--- config.mk ---
export PLATFORM = sky130hd
export DESIGN_NAME = activation
export DESIGN_NICKNAME = d
export VERILOG_FILES = /design/src/rtl/activation.sv
export VERILOG_INCLUDE_DIRS = /design/src /design/src/rtl
export SDC_FILE = /design/constraint.sdc
export NUM_CORES = 1
export LEC_CHECK = 0
export ABC_AREA = 1
export BUFFER_PORTS_ARGS = -buffer_cell sky130_fd_sc_hd__buf_2
export CAP_MARGIN = 20
export CORE_MARGIN = 5
export CORE_UTILIZATION = 54
export DETAILED_ROUTE_END_ITERATION = 8
export HOLD_SLACK_MARGIN = 0.15
export PLACE_DENSITY_LB_ADDON = 0.08
export SETUP_SLACK_MARGIN = 0.2
export SYNTH_ARGS = -nofsm -noshare
export SYNTH_HDL_FRONTEND = slang
export SYNTH_SLANG_ARGS = --single-unit
--- constraint.sdc ---
create_clock -name clk -period 2.28 [get_ports clk]
set_input_delay 0.228 -clock clk [delete_from_list [all_inputs] [get_ports clk]]
set_output_delay 0.228 -clock clk [all_outputs]
set_load 0.01 [all_outputs]
--- src/rtl/layer_macros.svh ---
`ifndef LAYER_MACROS_SVH
`define LAYER_MACROS_SVH

// layer geometry
`define NUM_NEURON      6
`define NUM_INPUTS      4

// operand widths, all signed
`define IN_WIDTH        8
`define W_WIDTH         8

// pre-activation doubles as the LUT address
`define LUT_ADDR_SIZE   10
`define LUT_WIDTH       8
`define SUM_SHIFT       6   // raw sum >>> this before clamping

// configuration port
`define CFG_ADDR_SIZE   11
`define NEURON_IDX_SIZE 3
`define INPUT_IDX_SIZE  2

`endif
--- src/rtl/activation.sv ---
`timescale 1ns/1ns
`default_nettype none

`include "layer_macros.svh"

module activation (
    input  wire                                        clk,
    input  wire                                        rst,
    input  wire  [`NUM_NEURON*`LUT_ADDR_SIZE-1:0]      preact,
    output logic [`LUT_ADDR_SIZE-1:0]                  rd_addr,
    input  wire  [`LUT_WIDTH-1:0]                      rd_data,
    output logic [`NUM_NEURON*`LUT_WIDTH-1:0]          outputs,
    output logic                                       stable
);

    localparam int CNT_WIDTH    = $clog2(`NUM_NEURON);
    localparam int SETTLE_MAX   = `NUM_NEURON + 3;  // one full lap plus pipeline slack
    localparam int SETTLE_WIDTH = $clog2(SETTLE_MAX + 1);

    logic [CNT_WIDTH-1:0]                    count;
    logic [CNT_WIDTH-1:0]                    count_d1;  // neuron whose address is in rd_addr
    logic [CNT_WIDTH-1:0]                    count_d2;  // neuron whose value is on rd_data
    logic [`NUM_NEURON*`LUT_ADDR_SIZE-1:0]   preact_prev;
    logic [SETTLE_WIDTH-1:0]                 settle_cnt;
    logic                                    preact_same;

    assign preact_same = (preact == preact_prev);

    always_ff @(posedge clk) begin
        if (rst) begin
            count    <= '0;
            count_d1 <= '0;
            count_d2 <= '0;
        end else begin
            if (count == CNT_WIDTH'(`NUM_NEURON - 1)) begin
                count <= '0;
            end else begin
                count <= count + 1'b1;
            end
            count_d1 <= count;
            count_d2 <= count_d1;
        end
    end

    // RAM address for the neuron whose turn it is
    always_ff @(posedge clk) begin
        rd_addr <= preact[count*`LUT_ADDR_SIZE +: `LUT_ADDR_SIZE];
    end

    always_ff @(posedge clk) begin
        if (rst) begin
            outputs <= '0;
        end else begin
            outputs[count_d2*`LUT_WIDTH +: `LUT_WIDTH] <= rd_data;
        end
    end

    // settle tracking
    always_ff @(posedge clk) begin
        if (rst) begin
            preact_prev <= '0;
            settle_cnt  <= '0;
        end else begin
            preact_prev <= preact;
            if (!preact_same) begin
                settle_cnt <= '0;             // restart on any change
            end else if (settle_cnt != SETTLE_WIDTH'(SETTLE_MAX)) begin
                settle_cnt <= settle_cnt + 1'b1;
            end
        end
    end

    assign stable = (settle_cnt == SETTLE_WIDTH'(SETTLE_MAX));

endmodule

`default_nettype wire

==> results of run 1 <==
per-layer routing:
layer  wire length (um)  part of all wire (%)  up-vias
met5                  0                     0        -
met4                310                   1.9        0
met3                924                   5.8       27
met2               8190                    51      164
met1               6630                    41     2507
li1                   -                     -     2984
worst min-delay path by stage:
stage	startpoint	depth (start not counted)	slack (ps)	to
final	rst	5	290	outputs[20]
after CTS	rst	5	270	outputs[20]
after floorplan	preact[42]	2	330	preact_prev[42]
after global placement	count_d1[0]	2	390	count_d2[0]
after detailed placement	count_d1[0]	2	400	count_d2[0]
after global routing	rst	5	330	outputs[12]
cells by family (layout without fill, tap and decap cells):
logic type               count (synthesis)  count (layout)  synth area share, %
flip-flops                             131             131                 45.7
adder cells (fa/ha/maj)                  7               7                 1.53
buffers and inverters                  174             390                 11.8
XOR/XNOR                                 4               4                0.611
AND/OR/NAND/NOR                        392             392                 27.1
AO/OA/AOI/OAI                          145             145                 13.2
sequential cells by signal, summed over array words and instances (netlist names):
register and cells:
preact_prev 60, outputs 48, rd_addr 10, settle_cnt 4
count 3, count_d1 3, count_d2 3
cell usage after synthesis:
master    instances  area (um2)
nand2_1         200         751
nor2_1          175         657
inv_1           146         548
dfxtp_1         131        2620
o21ai_0          91         455
a21oi_1          49         245
clkbuf_1         22        82.6
ha_1              7        87.6
a211oi_2          4        50.1
nand3_1           4        20.0
nor3_1            4        20.0
buf_6             2        22.5
inv_2             2        7.51
nor2_2            2        12.5
xnor2_1           2        17.5
xor2_1            2        17.5
buf_2             1        5.00
clkbuf_8          1        13.8
nand2_4           1        11.3
nand3_2           1        10.0
nand3_4           1        17.5
nor2_4            1        11.3
nor3_4            1        16.3
nor4_4            1        21.3
o211ai_1          1        7.51
or2_2             1        6.26
worst reg2reg max path: cells and delay by family (launching register included):
kind,cells,cell delay [ps]
AOI/OAI and AO/OA,2,300
adders and majority gates,2,540
buffers and inverters,3,280
DFF,1,370
and+or+nand+nor,2,370
power breakdown:
part           switching (mW)  internal, mW
clock                   0.973          1.60
combinational           0.477         0.333
sequential             0.0509          2.42
total                    1.50          4.36
final cells by class:
| class | count | area (um2) |
|---|---|---|
| multi-input cells | 548 | 2440 |
| inverters | 148 | 556 |
| flip-flops and latches | 131 | 2620 |
| fillers | 857 | 2550 |
| clock buffers | 22 | 453 |
| clock inverters | 10 | 108 |
| repair buffers | 210 | 1430 |
| well taps | 136 | 170 |
timing repair:
item | CTS | global route
endpoints found under the setup margin | 0 | 22
resized for setup | 0 | 3
hold buffers | 68 | 0
setup buffers | 0 | 3
hold endpoints to repair | 102 | 0
==> run metrics, run 1 <==
status=complete, no violations; syn avg cell area=6.73 um2; Sink Count=131; crit path max-delay cell type=dfxtp_1; leakage=4.08 nW; initial antenna violation count=0; fin. max-slew vios=0; Layout Skew=7.27 ps; H-tree levels=4; Critical Path Start Type=register; commonest non-fill, non-tap cells in the layout=199 x nand2_1, 175 x nor2_1, 145 x inv_1, 131 x dfxtp_1, 128 x buf_2; Tmin final=1930 ps; Starting Density=55.6%; grt met1 use=29.8%; Setup WS post-layout=345 ps; crit path DAT=2380 ps; DRT iter0 DRCs=486; setup_tns=0 ps; final setup fails=0; CTS tree=yes; nets=1133; Die ar.=12800 um2; Chip Height=113 um; RSZ-0062 raised after global routing=true; critical path endpoint category=register; Routed Antenna Nets=0; CP top delay family=adder cells; maxcap violations=0; drt wl/cell=13.3 um; WS Path Type=reg2reg; syn_nets=930; clk slew on worst S/H paths=60 ps; CP startpoint=count_d2[0]; most common cell after layout, fill and taps aside=nand2_1; final core utilization=75.3%; Relative slew margins=44.0%; detailed placement HPWL=10800 um; IR drop worst, VDD=655 uV; insertion delay to the later sink of the worst-skew pair=520 ps; placed inst area=6510 um2; hold crit path type=in2reg; area grow syn2layout=35.6%; Top Usage Layer GRT=met2; Top-Level Pins=129; CP Max Fanout=16; routing usage on met2=46.1%; gpl congestion=0.832; Reg2Reg Launch Point=count_d2[0]; maximum number of pins on one net before global-route repair=75; CP Capture Point=outputs[24]; CTS Root Cell=clkbuf_8; CP Data Required Time=2720 ps; # DRC=0; share of cells above drive strength 1=17.6%; Slew @ Worst Pin=840 ps; Final Hold Viols=0; YS warnings=0; met3 Use GR=6.10%; Crit path depth=9; first-pass GRT wire length=25900 um; Finished Layout Cells=1205; Post-Synthesis Cells=853; die span in x=113 um; GRT Total Usage=25.5%; WP buf/inv=3; # port buffers=128; max incr delay on CP=370 ps; post-synthesis sequential area ratio=45.7%; CTS buffer count=17; total chip power=5.86 mW; ant diodes=0; reg2reg path depth=9; cell area power density=753 nW/um2; number of global-route vias before repair=5442; Hold WS=293 ps; final period utilization=84.9%; Via-to-Cell Ratio=4.72; TritonRoute pass-1 iters=5; core area=10300 um2; fmax=0.517 GHz; Reg2Reg Setup Slack=350 ps; Netlist Area Pre-Place=5740 um2; placed cells=1102; design area=7780 um2; Distinct cells, synth=26; FP Rows=37; Setup WS pre-CTS=266 ps; WL final=16100 um; CP cell instances=inv_2 > ha_1 > ha_1 > inv_2 > nor2_1 > inv_1 > nor2_4 > o21ai_0 > a21oi_1; Overflow after GRT=0; CTS Buffer Depth=2; flops & latches, synth=131; via count=5682; FF-to-FF End=outputs[24]
No activity file was read; power rests on OpenSTA's default activity.
==> run 2, diff against run 1 <==
--- a/config.mk
+++ b/config.mk
@@ -6,11 +6,11 @@
 export SDC_FILE = /design/constraint.sdc
 export NUM_CORES = 1
 export LEC_CHECK = 0
-export ABC_AREA = 1
+export ABC_AREA = 0
 export BUFFER_PORTS_ARGS = -buffer_cell sky130_fd_sc_hd__buf_2
 export CAP_MARGIN = 20
 export CORE_MARGIN = 5
-export CORE_UTILIZATION = 54
+export CORE_UTILIZATION = 53
 export DETAILED_ROUTE_END_ITERATION = 8
 export HOLD_SLACK_MARGIN = 0.15
 export PLACE_DENSITY_LB_ADDON = 0.08
==> constraint.sdc (replaced) <==
create_clock -name clk -period 2 [get_ports clk]
set_input_delay 0.2 -clock clk [delete_from_list [all_inputs] [get_ports clk]]
set_output_delay 0.2 -clock clk [all_outputs]
set_load 0.01 [all_outputs]
==> run 2 against run 1 <==
Global-route usage increased by 0.11 points. Die area decreased by 6.0%. Final cell count decreased by 26%. Synthesized cell count decreased by 37%. Total power increased by 18%. Sequential power increased by 14%. Combinational power increased by 6.9%. Register-to-register slack got worse by 160 ps. Clock skew decreased by 0.65 ps. Count of clock-buffer cells in the layout increased by 1. Critical path depth decreased by 1. Synthesized area decreased by 8.3%. Critical path type is now in2reg. Critical endpoint is now settle_cnt[1]. Largest cell class is now multi-input gates.
==> run metrics, run 2 <==
commonest non-fill, non-tap cells in the layout=128 x dfxtp_1, 126 x buf_2, 68 x dlygate4sd3_1, 58 x nor2b_1, 45 x nor2_1; setup_tns=0 ps; TritonRoute pass-1 iters=4; # port buffers=128; Relative slew margins=51.4%; initial antenna violation count=0; clk slew on worst S/H paths=60 ps; YS warnings=0; CTS Root Cell=clkbuf_8; RSZ-0062 raised after global routing=true; final core utilization=79.5%; via count=4607; Setup WS post-layout=175 ps; critical path endpoint category=register; Layout Skew=6.61 ps; die span in x=110 um; detailed placement HPWL=9540 um; Slew @ Worst Pin=728 ps; Distinct cells, synth=36; placed inst area=6100 um2; area share of the largest cell type after synthesis=49.9%; final setup fails=0; CP Data Required Time=2430 ps; first-pass GRT wire length=23100 um; max FFs per register=60; number of global-route vias before repair=4684; ys async rst share=0%; Via-to-Cell Ratio=5.16; flops & latches, synth=131; fmax=0.548 GHz; leakage=3.35 nW; Overflow after GRT=0; hold crit path type=in2reg; most common cell after layout, fill and taps aside=dfxtp_1; ant diodes=0; share of cells above drive strength 1=32.1%; Hold Path Cell Cnt=3; gpl congestion=0.869; status=complete, no violations; count leader, synth=dfxtp_1; fin. max-slew vios=0; Netlist Area Pre-Place=5260 um2; CP Max Fanout=4; syn_nets=611; design area=7740 um2; Tmin final=1830 ps; Top-Level Pins=129; Critical Path Start Type=input pin; fillers=656; Final Hold Viols=0; leading area contributor after synthesis=dfxtp_1; nets=823; DRT iter0 DRCs=248; syn avg cell area=9.85 um2; WL final=15200 um; maxcap violations=0; Post-synth EDFFs=0; crit path DAT=2250 ps; IR drop worst, VDD=630 uV; largest reg by FF count=preact_prev; reg2reg path depth=6; Top FF cell, synth=dfxtp_1; maximum number of pins on one net before global-route repair=71; Starting Density=54.1%; synth cell count leaders=131 x dfxtp_1, 58 x nor2b_1, 45 x nor2_1; core area=9730 um2; Regs by FF count=preact_prev x60, outputs x48, rd_addr x10; final period utilization=91.3%; # DRC=0; Sink Count=131; CTS Buffer Depth=2; Routed Antenna Nets=0; GRT Total Usage=25.6%; Chip Height=110 um; Setup WS pre-CTS=163 ps; CTS tree=yes; WS Path Type=in2reg; cell area power density=895 nW/um2; Post-Synthesis Cells=534; insertion delay to the later sink of the worst-skew pair=510 ps; Area contributors post-synth=dfxtp_1 50%, nor2b_1 6.9%, mux2i_1 6.7%; H-tree levels=4; area grow syn2layout=47.1%; total chip power=6.93 mW; post-synthesis sequential area ratio=49.9%; FP Rows=36; drt wl/cell=17.0 um; Die ar.=12000 um2; CTS buffer count=17
## run 2: path summary, 6_finish.rpt
| kind | to | slack (ps) | from |
|---|---|---|---|
| worst max-delay path | settle_cnt[1] | 170 | preact[57] |
| worst min-delay path | preact_prev[38] | 300 | rst |
| worst max register to register | settle_cnt[1] | 190 | preact_prev[10] |
| worst min register to register | count_d2[2] | 430 | count_d1[2] |
## run 2: per-stage QoR
step	std cells	hold slack, ps
4_1_cts	884	215
2_1_floorplan	534	328
6_report	892	298
3_5_place_dp	783	424
3_3_place_gp	783	419
5_1_grt	892	291
## run 2: what timing repair did
| item | CTS | global route |
|---|---|---|
| hold buffers | 68 | 1 |
| resized for setup | 7 | 53 |
| setup endpoints to repair | 27 | 50 |
| pin swaps | 3 | 18 |
| hold endpoints to repair | 119 | 1 |
| buffers inserted | 1 | 7 |
## run 2: power breakdown
group          switching, mW  internal [mW]  total [mW]
Sequential            0.0640           2.74        2.81
Clock                   1.10           2.15        3.25
Combinational          0.429          0.436       0.866
Total                   1.60           5.33        6.93
## run 2: metal layers
layer  up-vias  wire length [um]  GRT usage, %
met1      2183              6150          29.2
met4         0               417          11.1
li1       2219                 -             -
met5         -                 0             0
met2       173              7610          44.4
met3        32              1010          7.52
## run 2: area by class of cell
type,count,area (um2),area share [%]
repair buffers,214,1490,19.3
multi-input cells,345,2690,34.7
flip-flops and latches,131,2630,34.0
inverters,37,141,1.83
clock buffers,23,477,6.16
well taps,133,166,2.15
clock inverters,9,150,1.94
## run 2: cells by family (layout without fill, tap and decap cells)
family          Yosys count  in the layout  share of synthesized area, %
fa+ha+maj                 7              7                          1.67
buf+inv                  58            283                          4.19
mux                      45             45                          10.9
compound gates           54             54                          6.52
simple gates            198            198                          20.0
xor+xnor                 41             41                          6.83
flops                   131            131                          49.9
## run 2: critical path, cell delays in order
cell	delay, ps
dlygate4sd3_1	540
buf_2	160
and2b_1	160
a2111o_1	390
nor4_2	240
nand4_1	160
buf_6	180
nor4_4	230
==> run 3, diff against run 2 <==
--- a/config.mk
+++ b/config.mk
@@ -13,7 +13,7 @@
 export CORE_UTILIZATION = 53
 export DETAILED_ROUTE_END_ITERATION = 8
 export HOLD_SLACK_MARGIN = 0.15
-export PLACE_DENSITY_LB_ADDON = 0.08
+export PLACE_DENSITY = 0.87
 export SETUP_SLACK_MARGIN = 0.2
 export SYNTH_ARGS = -nofsm -noshare
 export SYNTH_HDL_FRONTEND = slang
==> run 3 against run 2 <==
Core utilization rose by 1.3 points. Cell area rose by 1.6%. Die area did not move. Worst hold slack improved by 140 ps. Count of clock-buffer cells in the layout fell by 6. Clock skew rose by 11 ps. Maximum frequency fell by 6.4%.
==> run metrics, run 3 (synthesized netlist as in run 2, its figures left out) <==
GRT Total Usage=36.4%; detailed placement HPWL=10200 um; TritonRoute pass-1 iters=8; core area=9730 um2; crit path DAT=2380 ps; CTS buffer count=17; nets=847; max incr delay on CP=570 ps; placed cells=783; initial antenna violation count=0; area grow syn2layout=49.5%; Chip Height=110 um; Tmin final=1950 ps; Starting Density=54.1%; Overflow after GRT=0; insertion delay to the later sink of the worst-skew pair=530 ps; fmax=0.513 GHz; Top-Level Pins=129; Relative slew margins=61.9%; maxcap violations=0; # port buffers=128; fin. max-slew vios=0; die span in x=110 um; final core utilization=80.9%; number of global-route vias before repair=5612; CTS Buffer Depth=2; clk slew on worst S/H paths=70 ps; IR drop worst, VDD=723 uV; maximum number of pins on one net before global-route repair=45; share of cells above drive strength 1=29.4%; largest reg by FF count=preact_prev; status=complete, no violations; final period utilization=97.5%; Layout Skew=17.3 ps; drt wl/cell=25.3 um; CP Data Required Time=2430 ps; DRT iter0 DRCs=655; hold crit path type=reg2reg; RSZ-0062 raised after global routing=true; commonest non-fill, non-tap cells in the layout=127 x dfxtp_1, 126 x buf_2, 91 x dlygate4sd3_1, 57 x nor2b_1, 45 x nor2_1; Via-to-Cell Ratio=6.19; Finished Layout Cells=916; Sink Count=131; Regs by FF count=preact_prev x60, outputs x48, rd_addr x10; FP Rows=36; ant diodes=0; WS Path Type=in2reg; CP Max Fanout=4; via count=5668; Slew @ Worst Pin=570 ps; H-tree levels=4; first-pass GRT wire length=31500 um; max FFs per register=60; CP cell instances=dlygate4sd3_1 > buf_2 > nor2b_1 > a2111o_1 > nor4_2 > nand4_1 > nor4_1; gpl congestion=0.934; crit path max-delay cell type=dlygate4sd3_1; Routed Antenna Nets=0; leakage=3.45 nW; critical path endpoint category=register; CTS Root Cell=clkbuf_8; # DRC=0; Final Hold Viols=0; Die ar.=12000 um2; WL final=23200 um; CTS tree=yes; Critical Path Start Type=input pin; most common cell after layout, fill and taps aside=dfxtp_1; cell area power density=899 nW/um2; final setup fails=0
## run 3: cell count changes in the layout (fill, tap and decap cells not counted), moves of 9 or more
cell	previous run	this run
nand3_2	17	8
dlygate4sd3_1	68	91
nand3_1	2	11
a21oi_1	9	18
a21oi_2	15	6
## run 3: power breakdown
part,switching [mW],internal (mW)
sequential,0.0794,2.74
clock,1.28,1.91
combinational,0.576,0.477
total,1.94,5.13
## run 3: path summary, 6_finish.rpt
path,slack (ps),endpoint,startpoint,cells after the start
min,440,count_d2[2],count_d1[2],1
min reg2reg,440,count_d2[2],count_d1[2],1
max,50,settle_cnt[1],preact[30],7
max reg2reg,50,settle_cnt[1],preact_prev[45],5
## run 3: routing by layer
metal	vias to the layer above	wire length, um	global-route usage [%]
met5	-	0	0
met4	0	2030	25.5
li1	2271	-	-
met2	573	10900	61.7
met1	2633	7580	37.2
met3	191	2630	13.0
## run 3: critical path: cells and delay by family
kind | cells | cell delay (ps)
buffers and inverters | 2 | 760
AO/OA/AOI/OAI | 1 | 390
AND/OR/NAND/NOR | 4 | 1030
## run 3: layout make-up
class	count	area, um2
multi-input combinational	345	2610
tap	133	166
clock inverter	15	179
inverter	37	141
timing repair buffer	238	1720
clock buffer	17	414
fill	484	1860
sequential	131	2630
## run 3: metrics by stage
step | area, um2 | worst slack, ps | total power [mW] | hold slack, ps | TNS, ps
2_1_floorplan | 5300 | 217 | 3.27 | 328 | 0
3_3_place_gp | 6100 | 247 | 3.53 | 422 | 0
3_5_place_dp | 6100 | 143 | 3.57 | 424 | 0
4_1_cts | 7660 | 234 | 6.79 | 438 | 0
5_1_grt | 7870 | -13.9 | 7.23 | 457 | -13.9
6_report | 7870 | 51.0 | 7.07 | 436 | 0
## run 3: repair_timing
action	4_1_cts	5_1_grt
hold buffers	92	0
endpoints found under the hold margin	128	0
buffers inserted	1	8
pin swaps	2	23
setup endpoints to repair	32	50
gates resized for setup	12	31
